[src/rtl/pbus_consts.svh]
// widths, address map and register offsets of the peripheral bus; include in every RTL file
`ifndef PBUS_CONSTS_SVH
`define PBUS_CONSTS_SVH

// bus widths
`define PBUS_DATA_W         32          // wishbone data
`define PBUS_ADDR_W         32          // wishbone address
`define PBUS_SEL_W          4           // one select per byte

// address decode
`define PBUS_NUM_SLV        4           // gpio_out, gpio_in, tim0, tim1
`define PBUS_SLV_LSB        12          // slave field
`define PBUS_SLV_MSB        15
`define PBUS_OFS_LSB        2           // word offset inside a slave
`define PBUS_OFS_MSB        3

// pins and interrupts
`define PBUS_NUM_GPIO_IN    8
`define PBUS_NUM_GPIO_OUT   8
`define PBUS_NUM_IRQ        3           // {tim1, tim0, gpio_in}

// register word offsets
`define PBUS_TIM_CTRL       2'd0
`define PBUS_TIM_LOAD       2'd1
`define PBUS_TIM_COUNT      2'd2        // read only
`define PBUS_TIM_STATUS     2'd3        // bit 0 expired, write 1 to clear
`define PBUS_GIN_DATA       2'd0        // read only
`define PBUS_GIN_IRQ_EN     2'd1
`define PBUS_GIN_STATUS     2'd2        // bit 0 changed, write 1 to clear
`define PBUS_GOUT_DATA      2'd0

`endif

[src/rtl/pbus_bus_pkg.sv]
// bus-side types: the wishbone slave port and the request fanned out to every peripheral
`include "pbus_consts.svh"

package pbus_bus_pkg;

    ////////////////////
    // wishbone port
    ////////////////////

    // master to bus, held stable until ack or err
    typedef struct packed {
        logic                       cyc;    // bus cycle in progress
        logic                       stb;    // access strobe
        logic                       we;     // 1 write, 0 read
        logic [`PBUS_ADDR_W-1:0]    adr;    // byte address
        logic [`PBUS_DATA_W-1:0]    dat;    // write data
        logic [`PBUS_SEL_W-1:0]     sel;    // byte selects
    } wb_req_t;

    // bus to master
    typedef struct packed {
        logic                       ack;    // normal termination
        logic                       err;    // unmapped address
        logic [`PBUS_DATA_W-1:0]    dat;    // read data, valid with ack
    } wb_rsp_t;

    ////////////////////
    // internal slave side
    ////////////////////

    // shared by all slaves, strobes travel apart
    typedef struct packed {
        logic                                   we;     // write access
        logic [`PBUS_OFS_MSB-`PBUS_OFS_LSB:0]   ofs;    // register word offset
        logic [`PBUS_DATA_W-1:0]                dat;    // write data
        logic [`PBUS_SEL_W-1:0]                 sel;    // byte selects
    } slv_req_t;

endpackage : pbus_bus_pkg

[src/rtl/pbus_periph_pkg.sv]
// peripheral-side types: timer control word layout and the packed read data of all slaves
`include "pbus_consts.svh"

package pbus_periph_pkg;

    ////////////////////
    // timer
    ////////////////////

    // CTRL register, upper bits read as zero
    typedef struct packed {
        logic [`PBUS_DATA_W-4:0]    rsvd;           // padding to bus width
        logic                       irq_en;         // bit 2, expired drives irq
        logic                       auto_reload;    // bit 1, reload from LOAD at zero
        logic                       enable;         // bit 0, count running
    } tim_ctrl_t;

    ////////////////////
    // read data return
    ////////////////////

    // index 0 gpio_out, 1 gpio_in, 2 tim0, 3 tim1
    typedef logic [`PBUS_NUM_SLV-1:0][`PBUS_DATA_W-1:0] slv_rdata_t;

endpackage : pbus_periph_pkg

[src/rtl/pbus_cycle_fsm.sv]
// wishbone classic cycle FSM; decodes the slave field, strobes one slave and returns ack or err
`timescale 1ns/1ps
`include "pbus_consts.svh"

module pbus_cycle_fsm (
    input  logic                            clock_i,
    input  logic                            rst_i,
    input  pbus_bus_pkg::wb_req_t           wb_req_i,       // from master
    input  pbus_periph_pkg::slv_rdata_t     slv_rdata_i,    // all slaves, by index
    output pbus_bus_pkg::wb_rsp_t           wb_rsp_o,
    output pbus_bus_pkg::slv_req_t          slv_req_o,      // shared request
    output logic [`PBUS_NUM_SLV-1:0]        slv_stb_o       // one-hot, one cycle
);

    localparam int unsigned IDX_W = $clog2(`PBUS_NUM_SLV);

    typedef enum logic [1:0] {IDLE, ACCESS, RESP} state_t;

    state_t                                 state_q;
    logic                                   stb_wait_q;     // answered, wait for stb low
    logic                                   err_q;          // unmapped slave field
    logic [IDX_W-1:0]                       idx_q;          // selected slave
    logic [`PBUS_DATA_W-1:0]                rdata_q;        // captured read data
    pbus_bus_pkg::slv_req_t                 req_q;          // registered request
    logic [`PBUS_SLV_MSB-`PBUS_SLV_LSB:0]   slv_field;
    logic                                   new_access;

    assign slv_field  = wb_req_i.adr[`PBUS_SLV_MSB:`PBUS_SLV_LSB];
    assign new_access = wb_req_i.cyc & wb_req_i.stb & ~stb_wait_q;

    ////////////////////
    // state and decode
    ////////////////////
    always_ff @(posedge clock_i) begin
        if (rst_i) begin
            state_q    <= IDLE;
            stb_wait_q <= 1'b0;
            err_q      <= 1'b0;
            idx_q      <= '0;
        end else begin
            case (state_q)
                IDLE: begin
                    if (!wb_req_i.stb) stb_wait_q <= 1'b0;              // master let go
                    if (new_access) begin
                        state_q <= ACCESS;
                        err_q   <= (slv_field >= `PBUS_NUM_SLV);        // fields 4..15 unmapped
                        idx_q   <= slv_field[IDX_W-1:0];
                    end
                end
                ACCESS:  state_q <= RESP;                               // slave hit this cycle
                RESP: begin
                    state_q    <= IDLE;
                    stb_wait_q <= 1'b1;                                 // no re-accept on held stb
                end
                default: state_q <= IDLE;
            endcase
        end
    end

    ////////////////////
    // request and read data
    ////////////////////
    always_ff @(posedge clock_i) begin
        if (state_q == IDLE && new_access) begin
            req_q.we  <= wb_req_i.we;
            req_q.ofs <= wb_req_i.adr[`PBUS_OFS_MSB:`PBUS_OFS_LSB];
            req_q.dat <= wb_req_i.dat;
            req_q.sel <= wb_req_i.sel;
        end
        if (state_q == ACCESS) rdata_q <= err_q ? '0 : slv_rdata_i[idx_q];   // zero on err
    end

    assign slv_req_o = req_q;
    assign slv_stb_o = (state_q == ACCESS && !err_q) ? (`PBUS_NUM_SLV'(1) << idx_q) : '0;
    assign wb_rsp_o  = '{ack: (state_q == RESP) & ~err_q,
                         err: (state_q == RESP) &  err_q,
                         dat: rdata_q};

endmodule : pbus_cycle_fsm

[src/rtl/pbus_timer.sv]
// down-counting timer with CTRL, LOAD, COUNT and STATUS registers; used for tim0 and tim1
`timescale 1ns/1ps
`include "pbus_consts.svh"

module pbus_timer (
    input  logic                        clock_i,
    input  logic                        rst_i,
    input  logic                        stb_i,      // this slave selected
    input  pbus_bus_pkg::slv_req_t      req_i,
    output logic [`PBUS_DATA_W-1:0]     rdata_o,
    output logic                        irq_o
);

    pbus_periph_pkg::tim_ctrl_t     ctrl_q;
    pbus_periph_pkg::tim_ctrl_t     wr_ctrl;        // write data seen as CTRL
    logic [`PBUS_DATA_W-1:0]        load_q;
    logic [`PBUS_DATA_W-1:0]        count_q;
    logic [`PBUS_DATA_W-1:0]        load_nxt;       // LOAD after byte merge
    logic                           expired_q;
    logic                           wr_en;
    logic                           tick_zero;      // enabled and at zero

    assign wr_en     = stb_i & req_i.we;
    assign wr_ctrl   = req_i.dat;
    assign tick_zero = ctrl_q.enable & (count_q == '0);

    // byte-wise merge for LOAD
    always_comb begin
        load_nxt = load_q;
        for (int b = 0; b < `PBUS_SEL_W; b++) begin
            if (req_i.sel[b]) load_nxt[8*b +: 8] = req_i.dat[8*b +: 8];
        end
    end

    ////////////////////
    // count and registers
    ////////////////////
    always_ff @(posedge clock_i) begin
        if (rst_i) begin
            ctrl_q    <= '0;
            load_q    <= '0;
            count_q   <= '0;
            expired_q <= 1'b0;
        end else begin
            if (tick_zero) begin
                if (ctrl_q.auto_reload) count_q <= load_q;      // periodic
                else                    ctrl_q.enable <= 1'b0;  // one-shot stops
            end else if (ctrl_q.enable) begin
                count_q <= count_q - 1'b1;
            end
            if (wr_en) begin                                    // bus write wins over count
                case (req_i.ofs)
                    `PBUS_TIM_CTRL: if (req_i.sel[0]) begin
                        ctrl_q.enable      <= wr_ctrl.enable;
                        ctrl_q.auto_reload <= wr_ctrl.auto_reload;
                        ctrl_q.irq_en      <= wr_ctrl.irq_en;
                    end
                    `PBUS_TIM_LOAD: begin
                        load_q  <= load_nxt;
                        count_q <= load_nxt;                    // restart from new value
                    end
                    `PBUS_TIM_STATUS: if (req_i.sel[0] && req_i.dat[0]) expired_q <= 1'b0;
                    default: ;                                  // COUNT read only
                endcase
            end
            if (tick_zero) expired_q <= 1'b1;                   // set beats clear
        end
    end

    // read mux
    always_comb begin
        case (req_i.ofs)
            `PBUS_TIM_CTRL:  rdata_o = ctrl_q;
            `PBUS_TIM_LOAD:  rdata_o = load_q;
            `PBUS_TIM_COUNT: rdata_o = count_q;
            default:         rdata_o = `PBUS_DATA_W'(expired_q);  // STATUS
        endcase
    end

    assign irq_o = expired_q & ctrl_q.irq_en;

endmodule : pbus_timer

[src/rtl/pbus_gpio_out.sv]
// GPIO output block; one data register driving the output pins, written through the bus
`timescale 1ns/1ps
`include "pbus_consts.svh"

module pbus_gpio_out (
    input  logic                            clock_i,
    input  logic                            rst_i,
    input  logic                            stb_i,      // this slave selected
    input  pbus_bus_pkg::slv_req_t          req_i,
    output logic [`PBUS_DATA_W-1:0]         rdata_o,
    output logic [`PBUS_NUM_GPIO_OUT-1:0]   gpio_out_o
);

    logic [`PBUS_NUM_GPIO_OUT-1:0]  data_q;     // pin state
    logic                           data_sel;   // DATA addressed

    assign data_sel = (req_i.ofs == `PBUS_GOUT_DATA);

    always_ff @(posedge clock_i) begin
        if (rst_i) begin
            data_q <= '0;                       // pins low out of reset
        end else if (stb_i && req_i.we && data_sel && req_i.sel[0]) begin
            data_q <= req_i.dat[`PBUS_NUM_GPIO_OUT-1:0];
        end
    end

    assign rdata_o    = data_sel ? `PBUS_DATA_W'(data_q) : '0;   // other offsets read zero
    assign gpio_out_o = data_q;

endmodule : pbus_gpio_out

[src/rtl/pbus_gpio_in.sv]
// GPIO input block; synchronizes the pins and raises an interrupt on any change
`timescale 1ns/1ps
`include "pbus_consts.svh"

module pbus_gpio_in (
    input  logic                            clock_i,
    input  logic                            rst_i,
    input  logic                            stb_i,      // this slave selected
    input  pbus_bus_pkg::slv_req_t          req_i,
    input  logic [`PBUS_NUM_GPIO_IN-1:0]    gpio_in_i,  // asynchronous pins
    output logic [`PBUS_DATA_W-1:0]         rdata_o,
    output logic                            irq_o
);

    logic [`PBUS_NUM_GPIO_IN-1:0]   sync1_q;    // first stage, may go metastable
    logic [`PBUS_NUM_GPIO_IN-1:0]   sync2_q;    // DATA register
    logic [`PBUS_NUM_GPIO_IN-1:0]   prev_q;     // DATA one cycle ago
    logic                           irq_en_q;
    logic                           status_q;   // change seen
    logic                           wr_en;

    assign wr_en = stb_i & req_i.we & req_i.sel[0];

    always_ff @(posedge clock_i) begin
        if (rst_i) begin
            sync1_q  <= '0;
            sync2_q  <= '0;
            prev_q   <= '0;
            irq_en_q <= 1'b0;
            status_q <= 1'b0;
        end else begin
            sync1_q <= gpio_in_i;
            sync2_q <= sync1_q;
            prev_q  <= sync2_q;
            if (wr_en && req_i.ofs == `PBUS_GIN_IRQ_EN) irq_en_q <= req_i.dat[0];
            if (wr_en && req_i.ofs == `PBUS_GIN_STATUS && req_i.dat[0]) status_q <= 1'b0;
            if (sync2_q != prev_q) status_q <= 1'b1;        // new change beats clear
        end
    end

    // read mux
    always_comb begin
        case (req_i.ofs)
            `PBUS_GIN_DATA:   rdata_o = `PBUS_DATA_W'(sync2_q);
            `PBUS_GIN_IRQ_EN: rdata_o = `PBUS_DATA_W'(irq_en_q);
            `PBUS_GIN_STATUS: rdata_o = `PBUS_DATA_W'(status_q);
            default:          rdata_o = '0;                 // unused offset
        endcase
    end

    assign irq_o = status_q & irq_en_q;

endmodule : pbus_gpio_in

[src/rtl/peripheral_bus.sv]
// peripheral bus top level; one wishbone slave port in front of gpio_out, gpio_in, tim0 and tim1
`timescale 1ns/1ps
`include "pbus_consts.svh"

module peripheral_bus (
    input  logic                            clock_i,
    input  logic                            rst_i,
    input  pbus_bus_pkg::wb_req_t           wb_req_i,
    output pbus_bus_pkg::wb_rsp_t           wb_rsp_o,
    input  logic [`PBUS_NUM_GPIO_IN-1:0]    gpio_in_i,
    output logic [`PBUS_NUM_GPIO_OUT-1:0]   gpio_out_o,
    output logic [`PBUS_NUM_IRQ-1:0]        int_o
);

    ////////////////////
    // internal bus
    ////////////////////
    pbus_bus_pkg::slv_req_t         slv_req;        // same request to all slaves
    logic [`PBUS_NUM_SLV-1:0]       slv_stb;        // one strobe per slave
    pbus_periph_pkg::slv_rdata_t    slv_rdata;      // packed by slave index
    logic                           gpio_in_int;
    logic                           tim0_int;
    logic                           tim1_int;

    assign int_o = {tim1_int, tim0_int, gpio_in_int};

    pbus_cycle_fsm cycle_fsm_u (
        .clock_i     ( clock_i   ),
        .rst_i       ( rst_i     ),
        .wb_req_i    ( wb_req_i  ),
        .slv_rdata_i ( slv_rdata ),
        .wb_rsp_o    ( wb_rsp_o  ),
        .slv_req_o   ( slv_req   ),
        .slv_stb_o   ( slv_stb   )
    );

    ////////////////////
    // slaves
    ////////////////////
    pbus_gpio_out gpio_out_u (                      // slave 0
        .clock_i ( clock_i ), .rst_i ( rst_i ), .stb_i ( slv_stb[0] ), .req_i ( slv_req ),
        .rdata_o ( slv_rdata[0] ), .gpio_out_o ( gpio_out_o )
    );

    pbus_gpio_in gpio_in_u (                        // slave 1
        .clock_i ( clock_i ), .rst_i ( rst_i ), .stb_i ( slv_stb[1] ), .req_i ( slv_req ),
        .gpio_in_i ( gpio_in_i ), .rdata_o ( slv_rdata[1] ), .irq_o ( gpio_in_int )
    );

    pbus_timer tim0_u (                             // slave 2
        .clock_i ( clock_i ), .rst_i ( rst_i ), .stb_i ( slv_stb[2] ), .req_i ( slv_req ),
        .rdata_o ( slv_rdata[2] ), .irq_o ( tim0_int )
    );

    pbus_timer tim1_u (                             // slave 3
        .clock_i ( clock_i ), .rst_i ( rst_i ), .stb_i ( slv_stb[3] ), .req_i ( slv_req ),
        .rdata_o ( slv_rdata[3] ), .irq_o ( tim1_int )
    );

endmodule : peripheral_bus

[config.mk]
export PLATFORM = sky130hd
export DESIGN_NAME = peripheral_bus
export DESIGN_NICKNAME = d
export VERILOG_FILES = /design/src/rtl/pbus_bus_pkg.sv /design/src/rtl/pbus_periph_pkg.sv /design/src/rtl/pbus_cycle_fsm.sv /design/src/rtl/pbus_timer.sv /design/src/rtl/pbus_gpio_out.sv /design/src/rtl/pbus_gpio_in.sv /design/src/rtl/peripheral_bus.sv
export VERILOG_INCLUDE_DIRS = /design/src /design/src/rtl
export SDC_FILE = /design/constraint.sdc
export NUM_CORES = 1
export LEC_CHECK = 0
export BUFFER_PORTS_ARGS = -buffer_cell sky130_fd_sc_hd__buf_4
export CAP_MARGIN = 20
export CORE_MARGIN = 5
export CORE_UTILIZATION = 50
export CTS_CLUSTER_SIZE = 12
export DETAILED_ROUTE_END_ITERATION = 7
export GPL_ROUTABILITY_DRIVEN = 0
export PLACE_DENSITY = 0.72
export REMOVE_ABC_BUFFERS = 1
export SLEW_MARGIN = 25
export SYNTH_ARGS = -nofsm -noshare
export SYNTH_HDL_FRONTEND = slang
export SYNTH_SLANG_ARGS = --single-unit
[constraint.sdc]
create_clock -name clock_i -period 6.14 [get_ports clock_i]
set_clock_uncertainty 0.05 [all_clocks]
set_input_delay 1.228 -clock clock_i [delete_from_list [all_inputs] [get_ports clock_i]]
set_output_delay 1.228 -clock clock_i [all_outputs]
set_load 0.05 [all_outputs]
# Word-level counts from Yosys, hierarchy flattened
# Cells that the tools add are included.
# W data, S select, Z words.
# word_totals
ff_bits	247
latch_bits	0
ram_bits	0
romBits	0
in_bits	81
output_inout_bits	45
elab_cells	132
mem_count	0
# op_classes
n_addsub	2
multipliers	0
div_mod_pow	0
order_cmp	2
eq_ne	8
shift	1
mux	47
n_bitwise	15
reduce_logical	30
# op_table
op	count
$mux W32	11
$pmux W32 S3	2
$mux W8	9
$bmux W32 S2	1
$logic_not A32 Y1	2
$sub A32 B1 Y32 const B	2
$pmux W8 S3	1
$mux W1	19
$reduce_bool A2 Y1	8
$and A1 B1 Y1	13
$reduce_and A3 Y1	4
$logic_and A1 B1 Y1	9
$ne A8 B8 Y1	1
$reduce_and A2 Y1	4
$eq A2 B2 Y1 const B	3
$eq A2 B1 Y1 const B	2
$ge A4 B3 Y1 const B	1
$logic_not A2 Y1	2
$mux W4	1
$pmux W2 S2	1
$shl A1 B2 Y4 const A	1
$lt A2 B3 Y1 const B	1
$mux W2	1
$ne A2 B1 Y1 const B	1
4 further kinds	5

# Logic depth before layout (Yosys ltp)
# logic_depth
depth_word	9
depth_mapped	10
ltp_nobuf	8

# Modules after synthesis
# From an unflattened synthesis, not the netlist that was laid out.
# unflattened
cells_unflattened	1436
hier_area_um2	14008.4
# modules_own_cells
mod	n_inst	cells_per_inst	area_per_inst_um2	seq_area_each_um2
pbus_timer (tim1_u)	1	544	4456.8	1361.3
pbus_timer (tim0_u)	1	533	4385.5	1361.3
pbus_cycle_fsm	1	179	3445.8	2252.2
pbus_gpio_in	1	108	1083.5	520.5
pbus_gpio_out	1	69	614.3	160.2
peripheral_bus	1	3	22.5	0.0

# Worst setup path before layout
# OpenSTA, ideal clock, no wires.
# synth_timing
path_type	input to register
start	input wb_req_i[69] (netlist name)
end	register cycle_fsm_u.idx_q[1]
setup_time_ns	0.128
arrival_time_ns	5.902
required_ns	5.962
setup_slack_ns	0.061
path_stages	4
path_buffers	0
path_cell_list	nand2_1 > nor4_1 > mux2i_1 > nor2_1
# synth_via
elab_chain_cells	3
# synth_rtl
element	line_no	text
start, declared	peripheral_bus.sv:8	input pbus_bus_pkg::wb_req_t wb_req_i,
$and A1 B1 Y1 (2 in series)	pbus_cycle_fsm.sv:29	assign new_access = wb_req_i.cyc & wb_req_i.stb & ~stb_wait_q;
$reduce_and A2 Y1 (no line)	-	
end signal, assigned	pbus_cycle_fsm.sv:47	idx_q <= slv_field[IDX_W-1:0];
end, declared	pbus_cycle_fsm.sv:22	logic [IDX_W-1:0] idx_q;
# No other way between the ends.
# A chain may end at the register's enable or synchronous reset.

# Worst setup path in the final report
# layout_timing
start	register tim0_u.count_q[7]
end	register tim0_u.count_q[17]
# layout_via
elab_chain_cells	5
elab_cells_between_ends	7
cone_classes	add/sub (1); mux (4); bitwise (1); reduce/logical (1)
# layout_rtl
element	line_no	text
start, declared	pbus_timer.sv:17	logic [`PBUS_DATA_W-1:0] count_q;
start signal, assigned	pbus_timer.sv:46	if (ctrl_q.auto_reload) count_q <= load_q;
start signal, assigned	pbus_timer.sv:49	count_q <= count_q - 1'b1;
start signal, assigned	pbus_timer.sv:60	count_q <= load_nxt;
$sub A32 B1 Y32 / $logic_not A32 Y1 (equally long branches)	pbus_timer.sv:49, pbus_timer.sv:25	
$mux W32 / $and A1 B1 Y1 (equally long branches)	pbus_timer.sv:48, pbus_timer.sv:25	
$mux W32 (*)	pbus_timer.sv:45	if (tick_zero) begin
$mux W32	pbus_timer.sv:52	case (req_i.ofs)
$mux W32 (*)	pbus_timer.sv:51	if (wr_en) begin
# Every way passes the cells marked *; elsewhere a longest branch is shown, timed or not.

==> reports/qor_table.md <==
| Group | Item | Value |
|:---|:---|:---|
| floorplanning | Initial core utilization | 50.31% |
| flow run | Max-cap violations | 0 |
| sta | Post-Route Setup TNS | 0 ns |
| place | Total instance count after detailed placement | 1,705 |
| pwr | PnR Total Power | 3.511 mW |
| clock network | CTS Root Buffer Type | sky130_fd_sc_hd__clkbuf_16 |
| pwr | Power density relative to cell area | 245.7 mW/mm2 |
| floorplanning | Num rows | 58 |
| pwr | VDD IR-drop max | 0.0001762 V |
| pwr | Clock Power Share | 45.1% |
| layout | Layout Nets | 1,487 |
| sta | Crit path time final | 3.541 ns |
| route | Drc violations | 0 |
| route | Count of TritonRoute iterations in the first routing pass | 5 |
| clock network | Clock latency of the later-clocked register in the worst-skew pair | 0.54 ns |
| sta | Worst Max-Slew Pin Slew | 1.092 ns |
| sta | Setup repair after global routing missed its margin | no |
| setup path | Reg-to-reg critical path endpoint | tim0_u.count_q[17] |
| global routing | Maximum number of pins on one net before global-route repair | 75 |
| layout | Area growth from synthesis to layout | 14.12% |
| clock network | Number of buffers inserted to repair setup after CTS | 0 |
| global routing | Wire length of the first global-routing pass | 57.19 mm |
| sta | Max transition margin | 27.06% |
| pwr | Switching power of the nets | 0.8013 mW |
| setup path | Cell-by-cell trace of the critical path | nor3_1, nand4_1, nor3_1, nand2_1, a2111oi_0, a2111oi_0 |
| route | Antenna Violating Nets Remaining | 0 |
| route | Number of violations reported at the end of detailed-routing iteration 0 | 1,075 |
| layout | Filler cell count in the final layout | 2,189 |
| yosys | Primary flip-flop cell chosen by synthesis mapping | sky130_fd_sc_hd__dfxtp_1 |
| pwr | Flop pwr share | 49.5% |
| layout | Number of inserted diodes | 0 |
| clock network | Cts repair resizes | 0 |
| sta | Period utilization | 57.67% |
| global routing | Total congestion overflow | 0 |
| floorplanning | Height of the chip | 168.3 um |
| global routing | Global routing usage summed across all routing layers | 24.88% |
| clock network | Deepest clock path buffer count | 3 |
| sta | Highest achievable clock rate | 0.2824 GHz |
| route | Top sig layer | met4 |
| floorplanning | Die Width | 168.3 um |
| sta | Final Hold Violating Endpoints | 0 |
| layout | Final design utilization | 57.41% |
| min path | Worst hold stages | 1 |
| pwr | Switching share of total power | 22.82% |
| min path | WHS Endpoint | gpio_in_u.sync2_q[0] |
| run status | Result of the run | finished clean |
| floorplanning | Total I/O pin count | 126 |
| setup path | CP max-delay cell | sky130_fd_sc_hd__nor3_1 |
| min path | Beginning of the worst hold path | gpio_in_u.sync1_q[0] |
| yosys | Area of the mapped netlist | 0.01252 mm2 |
| layout | Non-filler instance count after layout | 1,755 |
| min path | Hold Crit Class | reg2reg |
| yosys | Number of warnings issued by yosys | 0 |
| place | Post-detail-place hpwl | 23.70 mm |
| route | Sum of routed wire segments on met1 | 15.00 mm |
| clock network | Sinks on the clock net | 247 |
| route | Number of vias per cell | 6.285 |
| route | Wire length on met3 | 2.917 mm |
| pwr | Share of power burned in combinational logic | 5.5% |
| clock network | Number of H-tree levels | 1 |
| clock network | TritonCTS buffer count | 27 |
| setup path | Nature of the critical path startpoint | register |
| setup path | Worst setup EP type | register |
| pwr | Internal cell power | 2.710 mW |
| global routing | Vias in the first global route | 10,430 |
| setup path | WP data arrival | 3.90 ns |
| pwr | Leak | 5.133 nW |
| yosys | Cells after Synth | 1,367 |
| sta | Number of pins exceeding their max-slew limit in the final report | 0 |
| layout | Area of the multi-input gates | 0.006412 mm2 |
| sta | Total of endpoints with negative setup slack in the final report | 0 |
| layout | Share of cells above drive strength 1 | 14.74% |
| setup path | Cell count of the worst reg-to-reg path | 6 |
| setup path | Slack of the worst reg-to-reg path | 2.60 ns |
| clock network | CTS tree | built |
| floorplanning | DIE AREA | 0.02831 mm2 |
| setup path | Beginning of the worst register-to-register path | tim0_u.count_q[7] |
| place | Port Buffers | 99 |
| yosys | Count of cell types in the netlist | 62 |
| yosys | Proportion of synthesized flip-flops having asynchronous set or reset | 0% |
| clock network | Clock transition at path regs | 0.06 ns |
| setup path | Required time of the worst setup path | 6.50 ns |
| global routing | Number of antenna violations at the first check in global routing | 0 |
| setup path | Worst setup path class | reg2reg |
| route | Wire length per cell | 20.84 um |
| yosys | Sequential element share of the synthesized area | 45.16% |
| clock network | Post-CTS Hold Fix Bufs | 0 |
| route | Metal2 WL | 17.33 mm |
| floorplanning | Floorplan Core Area | 0.02489 mm2 |
| yosys | Seq cells post-synth | 247 |
| route | Total via count in the routed design | 11,030 |
| route | Final wirelength | 36.57 mm |
| setup path | CP Max Fanout | 9 |
| layout | Total area of sequential cells | 0.005657 mm2 |
| yosys | Post-synth EDFFs | 71 |
| yosys | Syn avg cell area | 9.160 um2 |
| setup path | Maximum single-stage delay on the critical path | 0.89 ns |
-- area by class of cell --
class,count,area share (%)
Timing Repair Buffer,120,6.392
Clock buffer,41,5.306
Inverter,10,0.2627
Clock inverter,9,0.6917
Sequential cell,247,39.58
Multi-Input combinational cell,998,44.87
Tap cell,330,2.889
-- placed cells by master (no fill, tap or decap), types with 4 or more instances in the layout --
| cell type | instances |
|---|---|
| sky130_fd_sc_hd__and2_1 | 12 |
| sky130_fd_sc_hd__inv_1 | 10 |
| sky130_fd_sc_hd__or4_1 | 9 |
| sky130_fd_sc_hd__dfxtp_1 | 175 |
| sky130_fd_sc_hd__a31oi_1 | 8 |
| sky130_fd_sc_hd__or2_2 | 8 |
| sky130_fd_sc_hd__xnor2_1 | 24 |
| sky130_fd_sc_hd__a221o_1 | 8 |
| sky130_fd_sc_hd__nor3_1 | 29 |
| sky130_fd_sc_hd__a21oi_1 | 120 |
| sky130_fd_sc_hd__a311o_1 | 4 |
| sky130_fd_sc_hd__a22oi_1 | 33 |
| sky130_fd_sc_hd__nor4_1 | 33 |
| sky130_fd_sc_hd__o21ai_0 | 52 |
| sky130_fd_sc_hd__mux2i_1 | 96 |
| sky130_fd_sc_hd__nand2_1 | 170 |
| sky130_fd_sc_hd__nand4_1 | 9 |
| sky130_fd_sc_hd__o22ai_1 | 8 |
| sky130_fd_sc_hd__a211oi_1 | 58 |
| sky130_fd_sc_hd__clkbuf_1 | 11 |
| sky130_fd_sc_hd__edfxtp_1 | 71 |
| sky130_fd_sc_hd__nor2b_1 | 39 |
| sky130_fd_sc_hd__clkinv_2 | 6 |
| sky130_fd_sc_hd__nor2_1 | 59 |
| sky130_fd_sc_hd__nand2b_1 | 8 |
| sky130_fd_sc_hd__o211ai_1 | 8 |
| sky130_fd_sc_hd__o32ai_1 | 5 |
| sky130_fd_sc_hd__or3_1 | 18 |
| sky130_fd_sc_hd__xor2_1 | 23 |
| sky130_fd_sc_hd__nand3_1 | 53 |
| sky130_fd_sc_hd__buf_4 | 119 |
| sky130_fd_sc_hd__a221oi_1 | 29 |
| sky130_fd_sc_hd__mux2_2 | 26 |
| sky130_fd_sc_hd__nor4_2 | 4 |
| sky130_fd_sc_hd__clkbuf_16 | 27 |
-- cell families after synthesis --
logic type,count (synthesis),share of synthesized area [%]
muxes,123,10.19
DFF,247,45.16
adders and majority gates,2,0.1998
buffers and inverters,122,3.897
xor gates and xnor gates,47,3.287
AOI/OAI and AO/OA,356,18.58
and+or+nand+nor,470,18.68
-- metal layers --
layer,up-vias,track usage (%)
li1,5158,-
met1,5246,33.79
met2,533,40.15
met3,93,3.264
met4,0,10.48
met5,-,0
-- per-stage QoR --
| stage | hold slack (ns) | area [um2] | setup WS (ns) |
|---|---|---|---|
| after floorplan | 0.3638 | 12070 | 0.06213 |
| after global placement | 0.3668 | 13430 | 2.808 |
| after detailed placement | 0.3704 | 13430 | 2.699 |
| after CTS | 0.3837 | 14290 | 2.665 |
| after global routing | 0.4056 | 14290 | 2.506 |
| final | 0.3833 | 14290 | 2.599 |
-- sequential cells by signal, indices dropped and copies added, names as in the netlist, 2 cells and up --
signal / cells
cycle_fsm_u.slv_req_o: 39
cycle_fsm_u.rdata_q: 32
tim0_u.count_q: 32
tim0_u.load_q: 32
tim1_u.count_q: 32
tim1_u.load_q: 32
gpio_in_u.prev_q: 8
gpio_in_u.sync1_q: 8
gpio_in_u.sync2_q: 8
gpio_out_u.gpio_out_o: 8
tim0_u.ctrl_q: 3
tim1_u.ctrl_q: 3
cycle_fsm_u.idx_q: 2
cycle_fsm_u.state_q: 2
-- how the worst max path moves through the flow --
| stage | startpoint | endpoint | slack (ns) | depth (start not counted) |
|---|---|---|---|---|
| finish | tim0_u.count_q[7] | tim0_u.count_q[17] | 2.60 | 6 |
| floorplan | wb_req_i[69] | cycle_fsm_u.idx_q[0] | 0.06 | 4 |
| global route | tim0_u.count_q[7] | tim0_u.count_q[17] | 2.51 | 6 |
| global placement | tim0_u.count_q[7] | tim0_u.count_q[17] | 2.81 | 6 |
| CTS | tim0_u.count_q[7] | tim0_u.count_q[17] | 2.66 | 6 |
| detailed placement | tim0_u.count_q[7] | tim0_u.count_q[17] | 2.70 | 6 |
-- synthesized netlist by cell type (8+ instances only) --
| library cell | instances | area share (%) |
|---|---|---|
| sky130_fd_sc_hd__nor4_1 | 34 | 1.7 |
| sky130_fd_sc_hd__xor2_1 | 23 | 1.6 |
| sky130_fd_sc_hd__nand2b_1 | 8 | 0.40 |
| sky130_fd_sc_hd__or4_1 | 9 | 0.54 |
| sky130_fd_sc_hd__nor3_1 | 29 | 1.2 |
| sky130_fd_sc_hd__o22ai_1 | 8 | 0.40 |
| sky130_fd_sc_hd__a21oi_1 | 120 | 4.8 |
| sky130_fd_sc_hd__a221oi_1 | 29 | 2.0 |
| sky130_fd_sc_hd__clkbuf_1 | 85 | 2.5 |
| sky130_fd_sc_hd__nor2b_1 | 41 | 2.0 |
| sky130_fd_sc_hd__a221o_1 | 8 | 0.64 |
| sky130_fd_sc_hd__xnor2_1 | 24 | 1.7 |
| sky130_fd_sc_hd__mux2_2 | 26 | 2.3 |
| sky130_fd_sc_hd__o21ai_0 | 52 | 2.1 |
| sky130_fd_sc_hd__nor2_1 | 62 | 1.9 |
| sky130_fd_sc_hd__nand4_1 | 9 | 0.45 |
| sky130_fd_sc_hd__a31oi_1 | 8 | 0.40 |
| sky130_fd_sc_hd__a211oi_1 | 58 | 3.5 |
| sky130_fd_sc_hd__buf_1 | 19 | 0.57 |
| sky130_fd_sc_hd__or2_2 | 8 | 0.40 |
| sky130_fd_sc_hd__edfxtp_1 | 71 | 17 |
| sky130_fd_sc_hd__o211ai_1 | 8 | 0.48 |
| sky130_fd_sc_hd__or3_1 | 18 | 0.90 |
| sky130_fd_sc_hd__inv_1 | 10 | 0.30 |
| sky130_fd_sc_hd__mux2i_1 | 96 | 7.7 |
| sky130_fd_sc_hd__nand3_1 | 53 | 2.1 |
| sky130_fd_sc_hd__and2_1 | 12 | 0.60 |
| sky130_fd_sc_hd__nand2_1 | 170 | 5.1 |
| sky130_fd_sc_hd__a22oi_1 | 33 | 2.0 |
| sky130_fd_sc_hd__dfxtp_1 | 176 | 28 |
-- power by group through the flow --
stage / Clock (mW) / Sequential [mW] / Combinational, mW
floorplan: 0 / 1.79 / 0.0717
global placement: 0 / 1.77 / 0.190
detailed placement: 0 / 1.77 / 0.191
CTS: 1.60 / 1.74 / 0.192
global route: 1.67 / 1.74 / 0.205
finish: 1.58 / 1.74 / 0.192
-- critical path: cells and delay by family (launching register included) --
kind	cells	cell delay, ns
simple gates	4	2.45
compound gates	2	0.57
flops	1	0.36
Power figures use the tool's default switching activity.
